<file path="src/rtl/host_cfg_pkg.sv">
// Host configuration definitions for the PDP-11 board glue.
// The status word layout follows the configuration menu option string.
// Bits 31:10 of the status word are not decoded.

package host_cfg_pkg;

    // ==================================================
    // Menu status word
    // ==================================================

    // Field order runs from bit 31 down to bit 0
    typedef struct packed {
        logic [21:0] spare;
        logic [2:0]  screen_off_sel;
        logic        cursor_blink;
        logic        cursor_block;
        logic        vt105_sel;
        logic [2:0]  model_sel;
        logic        reset_req;
    } host_status_t;

    // ==================================================
    // Decoded machine configuration
    // ==================================================

    typedef struct packed {
        logic [7:0]  model_code;
        logic [6:0]  vt_type;
        logic        cursor_block;
        logic        cursor_blink;
        logic [12:0] screen_off_seconds;
    } machine_cfg_t;

    // Terminal type codes as the VT emulator expects them
    localparam logic [6:0] VT_TYPE_100 = 7'd100;
    localparam logic [6:0] VT_TYPE_105 = 7'd105;

    // CPU model per menu selection, the two unused selections fall back to the 11/94
    localparam logic [7:0] MODEL_CODES [0:7] = '{
        8'd20, 8'd34, 8'd44, 8'd45, 8'd70, 8'd94, 8'd94, 8'd94
    };

    // Screen-off timeout in seconds, zero disables the timer
    localparam logic [12:0] SCREEN_OFF_SECONDS [0:7] = '{
        13'd0, 13'd60, 13'd120, 13'd240, 13'd600, 13'd1200, 13'd3600, 13'd7200
    };

    // ==================================================
    // Reset stretch
    // ==================================================

    localparam int RESET_CNT_W = 12;

    // Machine reset is held for this many cycles plus one after all sources drop
    localparam logic [RESET_CNT_W-1:0] SLOW_RESET_CYCLES = 12'd4095;

endpackage

</file>
<file path="src/rtl/disk_pkg.sv">
// Disk plumbing definitions shared by the presence and request blocks.
// Disk order is fixed as RL, RK, RH and matches the menu mount slots.

package disk_pkg;

    // ==================================================
    // Disk slots
    // ==================================================

    localparam int NUM_DISKS = 3;

    localparam int DISK_RL = 0;
    localparam int DISK_RK = 1;
    localparam int DISK_RH = 2;

    // ==================================================
    // SPI lines between a disk controller and its card
    // ==================================================

    typedef struct packed {
        logic cs;
        logic sclk;
        logic mosi;
    } spi_bus_t;

    // A deselected SPI bus idles with every line high
    localparam spi_bus_t SPI_IDLE = '{cs: 1'b1, sclk: 1'b1, mosi: 1'b1};

    // ==================================================
    // Block request from a virtual card to the host
    // ==================================================

    // rd and wr are single-cycle strobes, lba and buff_din are valid with them
    typedef struct packed {
        logic [31:0] lba;
        logic        rd;
        logic        wr;
        logic [7:0]  buff_din;
    } card_req_t;

endpackage

</file>
<file path="src/rtl/reset_sequencer.sv">
// Merges every reset source and stretches the result.
// Both outputs stay high for 4096 clk50m edges after the last source drops.
// Only button 1 acts as a reset button, button 0 is ignored.

`timescale 1ns/1ns

module reset_sequencer (
    input  logic       clk50m,
    input  logic       reset,
    input  logic       status_reset,
    input  logic [1:0] buttons,
    input  logic       ioctl_download,
    output logic       slow_reset,
    output logic       vt_reset
);
    import host_cfg_pkg::*;

    logic                   combined_reset;
    logic [RESET_CNT_W-1:0] stretch_cnt;

    // A running download must keep the machine in reset as well
    assign combined_reset = reset | status_reset | buttons[1] | ioctl_download;

    always_ff @(posedge clk50m) begin
        if (combined_reset) begin
            stretch_cnt <= SLOW_RESET_CYCLES;
            slow_reset  <= 1'b1;
            vt_reset    <= 1'b1;
        end else if (stretch_cnt == '0) begin
            // Both resets release on the same edge
            slow_reset <= 1'b0;
            vt_reset   <= 1'b0;
        end else begin
            stretch_cnt <= stretch_cnt - 1'b1;
        end
    end

    // ==================================================
    // Checks
    // ==================================================

    // Any active source must show up on both outputs after the next edge
    a_reset_held: assert property (
        @(posedge clk50m) combined_reset |=> (slow_reset && vt_reset)
    );

endmodule

</file>
<file path="src/rtl/option_decoder.sv">
// Decodes the menu status word into the machine configuration.
// The configuration is registered and follows the status one edge later.
// Reset loads the decode of an all-zero status word.

`timescale 1ns/1ns

module option_decoder (
    input  logic                      clk50m,
    input  logic                      reset,
    input  host_cfg_pkg::host_status_t status,
    output host_cfg_pkg::machine_cfg_t cfg
);
    import host_cfg_pkg::*;

    machine_cfg_t cfg_next;

    // ==================================================
    // Table lookups
    // ==================================================

    always_comb begin
        cfg_next.model_code         = MODEL_CODES[status.model_sel];
        cfg_next.vt_type            = status.vt105_sel ? VT_TYPE_105 : VT_TYPE_100;
        cfg_next.cursor_block       = status.cursor_block;
        cfg_next.cursor_blink       = status.cursor_blink;
        cfg_next.screen_off_seconds = SCREEN_OFF_SECONDS[status.screen_off_sel];
    end

    // ==================================================
    // Output register
    // ==================================================

    always_ff @(posedge clk50m) begin
        if (reset) begin
            // Model 20, vt100, underline cursor without blink, timer off
            cfg.model_code         <= MODEL_CODES[0];
            cfg.vt_type            <= VT_TYPE_100;
            cfg.cursor_block       <= 1'b0;
            cfg.cursor_blink       <= 1'b0;
            cfg.screen_off_seconds <= SCREEN_OFF_SECONDS[0];
        end else begin
            cfg <= cfg_next;
        end
    end

    // ==================================================
    // Checks
    // ==================================================

    // The terminal only understands the two VT codes
    a_vt_type_valid: assert property (
        @(posedge clk50m) disable iff (reset)
        (cfg.vt_type == VT_TYPE_100) || (cfg.vt_type == VT_TYPE_105)
    );

endmodule

</file>
<file path="src/rtl/disk_presence.sv">
// Tracks which disk images are mounted and gates the SPI lines.
// A card only sees its controller while a non-empty image is mounted.
// img_size is shared by all slots and sampled with that slot's mount strobe.
// The gating is combinational, so a glitch on a flag reaches the card.

`timescale 1ns/1ns

module disk_presence (
    input  logic                                          clk50m,
    input  logic                                          reset,
    input  logic [disk_pkg::NUM_DISKS-1:0]                img_mounted,
    input  logic [63:0]                                   img_size,
    input  disk_pkg::spi_bus_t [disk_pkg::NUM_DISKS-1:0] ctl_spi,
    input  logic [disk_pkg::NUM_DISKS-1:0]                card_miso,
    output disk_pkg::spi_bus_t [disk_pkg::NUM_DISKS-1:0] card_spi,
    output logic [disk_pkg::NUM_DISKS-1:0]                ctl_miso,
    output logic [disk_pkg::NUM_DISKS-1:0]                present
);
    import disk_pkg::*;

    logic image_nonempty;

    // A zero size means the slot was unmounted
    assign image_nonempty = |img_size;

    // ==================================================
    // Mounted flags
    // ==================================================

    always_ff @(posedge clk50m) begin
        if (reset) begin
            present <= '0;
        end else begin
            for (int i = 0; i < NUM_DISKS; i++) begin
                if (img_mounted[i]) begin
                    present[i] <= image_nonempty;
                end
            end
        end
    end

    // ==================================================
    // SPI gating per slot
    // ==================================================

    for (genvar i = 0; i < NUM_DISKS; i++) begin : g_slot
        // An absent card sees an idle bus, its controller reads an idle MISO
        assign card_spi[i] = present[i] ? ctl_spi[i] : SPI_IDLE;
        assign ctl_miso[i] = present[i] ? card_miso[i] : 1'b1;

        // With no image the card stays deselected
        a_absent_cs_high: assert property (
            @(posedge clk50m) disable iff (reset)
            !present[i] |-> card_spi[i].cs
        );
    end

endmodule

</file>
<file path="src/rtl/sd_request_mux.sv">
// Picks one virtual card's request for the host link.
// The highest-index card wins when several strobe together.
// Address and data hold until the next request.

`timescale 1ns/1ns

module sd_request_mux (
    input  logic                                           clk50m,
    input  logic                                           reset,
    input  disk_pkg::card_req_t [disk_pkg::NUM_DISKS-1:0] card_req,
    output logic [31:0]                                    host_lba,
    output logic [7:0]                                     host_buff_din,
    output logic                                           rd_active,
    output logic                                           wr_active
);
    import disk_pkg::*;

    logic [NUM_DISKS-1:0] rd_vec;
    logic [NUM_DISKS-1:0] wr_vec;

    always_comb begin
        for (int i = 0; i < NUM_DISKS; i++) begin
            rd_vec[i] = card_req[i].rd;
            wr_vec[i] = card_req[i].wr;
        end
    end

    // Activity LEDs follow the strobes directly
    assign rd_active = |rd_vec;
    assign wr_active = |wr_vec;

    // Later loop iterations overwrite earlier ones, giving the higher index priority
    always_ff @(posedge clk50m) begin
        if (reset) begin
            host_lba      <= '0;
            host_buff_din <= '0;
        end else begin
            for (int i = 0; i < NUM_DISKS; i++) begin
                if (rd_vec[i] || wr_vec[i]) begin
                    host_lba      <= card_req[i].lba;
                    host_buff_din <= card_req[i].buff_din;
                end
            end
        end
    end

    // A virtual card never reads and writes a block at once
    a_no_rd_wr_overlap: assert property (
        @(posedge clk50m) disable iff (reset)
        (rd_vec & wr_vec) == '0
    );

endmodule

</file>
<file path="src/rtl/host_glue_top.sv">
// Host-side glue between the menu, the virtual SD cards and the PDP-11.
// Everything runs on clk50m, there is no back-pressure on any path.
// LED bits 7:5 are tied low.

`timescale 1ns/1ns

module host_glue_top (
    input  logic                                           clk50m,
    input  logic                                           reset,
    input  host_cfg_pkg::host_status_t                     status,
    input  logic [1:0]                                     buttons,
    input  logic                                           ioctl_download,
    input  logic [disk_pkg::NUM_DISKS-1:0]                 img_mounted,
    input  logic [63:0]                                    img_size,
    input  disk_pkg::spi_bus_t [disk_pkg::NUM_DISKS-1:0]  ctl_spi,
    input  logic [disk_pkg::NUM_DISKS-1:0]                 card_miso,
    input  disk_pkg::card_req_t [disk_pkg::NUM_DISKS-1:0] card_req,
    output logic                                           slow_reset,
    output logic                                           vt_reset,
    output host_cfg_pkg::machine_cfg_t                     cfg,
    output disk_pkg::spi_bus_t [disk_pkg::NUM_DISKS-1:0]  card_spi,
    output logic [disk_pkg::NUM_DISKS-1:0]                 ctl_miso,
    output logic [31:0]                                    host_lba,
    output logic [7:0]                                     host_buff_din,
    output logic [7:0]                                     led
);
    import disk_pkg::*;

    logic [NUM_DISKS-1:0] present;
    logic                 rd_active;
    logic                 wr_active;

    // ==================================================
    // Reset and configuration
    // ==================================================

    reset_sequencer u_reset_sequencer (
        .clk50m         (clk50m),
        .reset          (reset),
        .status_reset   (status.reset_req),
        .buttons        (buttons),
        .ioctl_download (ioctl_download),
        .slow_reset     (slow_reset),
        .vt_reset       (vt_reset)
    );

    option_decoder u_option_decoder (
        .clk50m (clk50m),
        .reset  (reset),
        .status (status),
        .cfg    (cfg)
    );

    // ==================================================
    // Disk paths
    // ==================================================

    disk_presence u_disk_presence (
        .clk50m      (clk50m),
        .reset       (reset),
        .img_mounted (img_mounted),
        .img_size    (img_size),
        .ctl_spi     (ctl_spi),
        .card_miso   (card_miso),
        .card_spi    (card_spi),
        .ctl_miso    (ctl_miso),
        .present     (present)
    );

    sd_request_mux u_sd_request_mux (
        .clk50m        (clk50m),
        .reset         (reset),
        .card_req      (card_req),
        .host_lba      (host_lba),
        .host_buff_din (host_buff_din),
        .rd_active     (rd_active),
        .wr_active     (wr_active)
    );

    // Presence in the low three bits, then read and write activity
    assign led = {3'b000, wr_active, rd_active,
                  present[DISK_RH], present[DISK_RK], present[DISK_RL]};

endmodule

</file>
<file path="config.mk">
export PLATFORM = sky130hd
export DESIGN_NAME = host_glue_top
export DESIGN_NICKNAME = d
export VERILOG_FILES = /design/src/rtl/host_cfg_pkg.sv /design/src/rtl/disk_pkg.sv /design/src/rtl/reset_sequencer.sv /design/src/rtl/option_decoder.sv /design/src/rtl/disk_presence.sv /design/src/rtl/sd_request_mux.sv /design/src/rtl/host_glue_top.sv
export SDC_FILE = /design/constraint.sdc
export NUM_CORES = 1
export LEC_CHECK = 0
export BUFFER_PORTS_ARGS = -buffer_cell sky130_fd_sc_hd__buf_2
export CAP_MARGIN = 20
export CORE_AREA = 2 2 130 132
export CTS_CLUSTER_SIZE = 16
export DETAILED_ROUTE_END_ITERATION = 8
export DIE_AREA = 0 0 132 134
export GPL_ROUTABILITY_DRIVEN = 0
export MAX_ROUTING_LAYER = met4
export PLACE_DENSITY = 0.57
export SETUP_SLACK_MARGIN = 0.5
export SYNTH_ARGS = -nofsm -noshare
export SYNTH_HDL_FRONTEND = slang
export SYNTH_SLANG_ARGS = --single-unit
</file>
<file path="constraint.sdc">
create_clock -name clk50m -period 4.23 [get_ports clk50m]
set_input_delay 0.2115 -clock clk50m [delete_from_list [all_inputs] [get_ports clk50m]]
set_output_delay 0.2115 -clock clk50m [all_outputs]
set_load 0.03 [all_outputs]
</file>
# [Word level (Yosys, flattened, before mapping)]
# Memory sizes are Yosys's and may differ from the RTL's. A register that Yosys moved wholly into a read port is not among the register bits.
# Index checks and enable logic that the tools add are counted.
[word_totals] romBits=168 in_bits=242 out_inout_bits=92 reg_bits=65 n_memories=2
[mem_list] name="(name not given)" words=8 word_bits=13 rd=1 rd_ports_with_merged_regs=1 write_ports=0 line_no="option_decoder.sv:26" text="cfg_next.screen_off_seconds = SCREEN_OFF_SECONDS[status.screen_off_sel];"
[mem_list] name="(name not given)" words=8 word_bits=8 rd=1 rd_ports_with_merged_regs=1 write_ports=0 line_no="option_decoder.sv:22" text="cfg_next.model_code = MODEL_CODES[status.model_sel];"
[op_classes] n_addsub=1 mux=13 reduce_logical=8 n_bitwise=5
[op_table] operator="32-bit 2-to-1 mux" n=3
[op_table] operator="64-bit OR reduction" n=1
[op_table] operator="8-bit 2-to-1 mux" n=3
[op_table] operator="12-bit zero test" n=1
[op_table] operator="12-bit by 1-bit subtractor with 12-bit output, second input constant" n=1
[op_table] operator="3-bit 2-to-1 mux" n=3
[op_table] operator="3-bit inverter with 4-bit output" n=2
[op_table] operator="3-bit OR reduction" n=2
[op_table] operator="4-bit 2-to-1 mux" n=1
[op_table] operator="1-bit logical OR" n=3
[op_table] operator="1-bit 2-to-1 mux" n=3
[op_table] operator="1-bit bitwise OR" n=3
[op_table] operator="3-bit nonzero test" n=1

# [Logic depth before layout (Yosys ltp)]
[logic_depth] ltp_word=4 ltp_mapped=7

# [Hierarchy]
# A second synthesis with hierarchy kept.
[hier_totals] hier_cells=473 area_unflattened_um2=3822.4
[modules_own_cells] mod="sd_request_mux" cells_each=274 seq_area_each_um2=800.8 instances=1 area_per_inst_um2=2037.0
[modules_own_cells] mod="option_decoder" cells_each=73 seq_area_each_um2=420.4 instances=1 area_per_inst_um2=764.5
[modules_own_cells] mod="reset_sequencer" cells_each=78 seq_area_each_um2=260.2 instances=1 area_per_inst_um2=666.9
[modules_own_cells] mod="disk_presence" cells_each=42 seq_area_each_um2=60.1 instances=1 area_per_inst_um2=312.8
[modules_own_cells] mod="host_glue_top" cells_each=6 seq_area_each_um2=0.0 instances=1 area_per_inst_um2=41.3

# [Worst setup path before layout]
# OpenSTA, ideal clock, no wires.
[synth_path] kind="register to register" from="register u_reset_sequencer.stretch_cnt[0]" to="register u_reset_sequencer.stretch_cnt[6]" path_slack_ns=2.713 stages_incl_launch_ff=8 t_arrival_ns=1.389 path_cell_list="dfxtp_1 > inv_1 > ha_1 > nor2b_1 > nand4_2 > buf_6 > a32oi_1 > nand2_1"
[synth_between] elab_chain_cells=1 word_cells_on_any_way=2
[synth_rtl] item="start: declaration" line_no="reset_sequencer.sv:19" text="logic [RESET_CNT_W-1:0] stretch_cnt;"
[synth_rtl] item="start signal: assignment" line_no="reset_sequencer.sv:34" text="stretch_cnt <= stretch_cnt - 1'b1;"
[synth_rtl] item="12-bit by 1-bit subtractor with 12-bit output / 12-bit zero test (equally long branches)" line_no="reset_sequencer.sv:34, reset_sequencer.sv:29"
# Parallel ways exist; a longest one is shown, timed or not.
# A chain may end at the register's enable or synchronous reset.

# [Worst setup path in the final report]
# Ends and elaborated chain as after synthesis.

==> reports/qor.txt <==
Outcome: finished, final reports clean
Yosys reg bits: 77
TNS Setup: 0 ns
DR WL/cell: 12.9 um
Top_reg_cell synth: dfxtp_1
Routed Antenna Nets: 0
Die area: 17700 um^2
WL final: 12.5 mm
Critical Path AT: 2.07 ns
Top cell family by delay on the critical path: simple AND/OR/NAND/NOR gates
CP Buf/Inv Count: 1
Clock latency on the worst-skew pair: 0.34 ns
PostCTS Resize Cnt: 0
Chip width: 132 um
Leakage power: 2.91 nW
Synthesized area: 3950 um^2
DP HPWL: 9.74 mm
Slowest library cell on the worst path: dfxtp_1
Worst clock skew: 0.00525 ns
Cell Chain, Critical Path: inv_1 > ha_1 > nor2b_1 > nand4_2 > a32oi_1 > nand2_1
I/O pins: 334
Async SR Flop Fraction: 0%
R2R cell count: 6
Max_slew headroom: 35.7%
Top area cells in the synthesized netlist: dfxtp_1 (39%), mux2i_1 (11%), a211o_1 (9.1%)
Fin. Hold Viols: 0
CTS Buffer Depth: 2
Fin. max-slew vios: 0
Final-report setup violation count: 0
DRT Pass-1 Iters: 4
Final #Nets: 996
Synth warnings: 0
Die Y: 134 um
Post-synth top area cell: dfxtp_1
Reg-to-reg setup timing slack: 2.35 ns
Vias per cell: 4.36
Fillers: 1718
Row count: 47
Measured slew at the worst slew-check pin: 0.957 ns
Sequential-to-total area share from yosys stat: 39.1%
Pin count of the biggest net entering global routing: 61
I/O Buffers: 299
CTS tree: done
CP Max Fanout: 13
Reg2Reg Capture Point: u_reset_sequencer.stretch_cnt[6]$_SDFFE_PP1P_
Worst Setup Start Kind: flop
Multi-input gate area: 2180 um^2
Worst hold path stage count: 2
Mean Syn Cell Area: 8.47 um^2
Peak supply drop: 0.000169 V
Worst Path Required: 4.41 ns
Period utilization: 44.5%
Reg-to-reg critical path startpoint: u_reset_sequencer.stretch_cnt[0]$_SDFFE_PP1P_
Vias in the first global route: 3888
Hold Path Sink: u_disk_presence.present[0]$_SDFFE_PP0P_
Critical path type: flop to flop
Clock root buffer master: clkbuf_16
Global-route wire length before repair: 19.1 mm
Area fraction of the dominant cell type after synthesis: 39.1%
PD cells: 329 nW/um^2
DRT iter0 DRCs: 122
Hold Slack: 0.0647 ns
Synth-to-layout area growth: 48.0%
GRT overflow: 0
Cells after synthesis: 466
Vias post-DR: 4242
Synth cell types: 40
Post-synth top cells: dfxtp_1 (77), nor2_1 (58), a21oi_1 (51)
Effective utilization at floorplan: 24.2%
Hold Buf Count CTS: 0
Most frequent cell after synthesis: dfxtp_1
Max-cap violations: 0
Fraction of layout instances using a drive strength above 1: 43.5%
Hold Path Origin: img_mounted[0]
Postcts setup bufs: 0
Total GRT Usage: 13.9%
Reg area: 1540 um^2
Clk pin slew, worst setup/hold paths: 0.06 ns
Depth of the CTS H-tree: 3
# DRC: 0
Number of synthesized flops with an enable pin: 0
Antenna diode count: 0
Fmax: 531 MHz
Initial antenna violation count: 1
Num CTS Buffers: 9
Crit path time final: 1.88 ns
Sink Count: 77
Hold WC Path Type: input port to flop
Largest stage delay on the critical path: 0.36 ns
RSZ-0062 raised after global routing: no
Worst Setup End Kind: flop
Core Region: 16300 um^2
## metrics by stage
stage | total power, mW | cells | instance area (um^2) | setup slack (ns) | utilization (%)
floorplan | 1.05 | 475 | 3980 | 2.71 | -
global placement | 1.22 | 956 | 5560 | 2.13 | 34.1
detailed placement | 1.22 | 956 | 5560 | 2.13 | 34.1
CTS | 1.96 | 972 | 5840 | 2.36 | 35.8
global route | 2.03 | 972 | 5840 | 2.21 | 35.8
finish | 1.92 | 972 | 5840 | 2.35 | 35.8
## worst max path at each step
stage	start	end	slack [ns]	cells past startpoint
after floorplan	u_reset_sequencer.stretch_cnt[0]$_SDFFE_PP1P_	u_reset_sequencer.stretch_cnt[6]$_SDFFE_PP1P_	2.71	7
after global placement	card_req[92]	u_sd_request_mux.host_lba[16]$_SDFFE_PP0P_	2.13	6
after detailed placement	card_req[92]	u_sd_request_mux.host_buff_din[7]$_SDFFE_PP0P_	2.13	6
after CTS	u_reset_sequencer.stretch_cnt[0]$_SDFFE_PP1P_	u_reset_sequencer.stretch_cnt[6]$_SDFFE_PP1P_	2.36	6
after global routing	u_reset_sequencer.stretch_cnt[0]$_SDFFE_PP1P_	u_reset_sequencer.stretch_cnt[6]$_SDFFE_PP1P_	2.21	6
final	u_reset_sequencer.stretch_cnt[0]$_SDFFE_PP1P_	u_reset_sequencer.stretch_cnt[6]$_SDFFE_PP1P_	2.35	6
## cells by family after synthesis
kind of cell	after synthesis	synth area share (%)
adder cells (fa/ha/maj)	7	2.22
flip-flops	77	39.1
AND/OR/NAND/NOR	177	22.1
AO/OA/AOI/OAI	108	18.2
XOR/XNOR	2	0.444
buffers and inverters	51	7.10
multiplexers	42	10.7
other	2	0.190
## worst reg2reg max path, delay by kind of cell (launching register included)
kind,cells,cell delay [ns]
AND/OR/NAND/NOR,3,0.80
AO/OA/AOI/OAI,1,0.32
buffers and inverters,1,0.09
adder cells (fa/ha/maj),1,0.16
flip-flops,1,0.36
## area by class of cell
cell class | instances | share of cell area, %
flip-flops and latches | 77 | 26.4
inverters | 7 | 0.450
well taps | 220 | 4.71
clock buffers | 10 | 3.92
repair buffers | 305 | 26.4
clock inverters | 6 | 0.836
multi-input cells | 347 | 37.3
## layout by cell type (no fill, tap or decap), types with 3 or more instances in the layout
cell	n
nor4_1	18
or3_1	3
mux2i_1	42
nor2b_1	5
nor2_1	57
nand2_1	49
a21oi_1	51
buf_4	6
nand2b_1	14
nand4_1	4
inv_1	7
conb_1	11
ha_1	7
or4_1	3
nor2_4	3
a211o_1	41
o21ai_1	5
nor3_1	6
dfxtp_1	77
buf_2	299
clkbuf_16	9
nand3_1	4
and3_1	3
a211oi_1	4
## flip-flops by register name (all words and copies together), names as in the netlist
register	cells
u_reset_sequencer.slow_reset	1
u_sd_request_mux.host_buff_din	8
u_disk_presence.present	3
u_sd_request_mux.host_lba	32
u_reset_sequencer.stretch_cnt	12
u_option_decoder.cfg	21
## per-layer routing
layer,wire length [um],vias to the layer above,GRT usage [%]
li1,-,2199,-
met1,5140,1815,15.8
met2,6050,215,23.6
met3,1150,13,4.04
met4,167,0,4.29
met5,0,-,-
## power by group
part           switching, mW  internal (mW)
combinational          0.243          0.174
clock                  0.314          0.402
sequential            0.0185          0.767
total                  0.576           1.34
No activity file was read; power rests on OpenSTA's default activity.
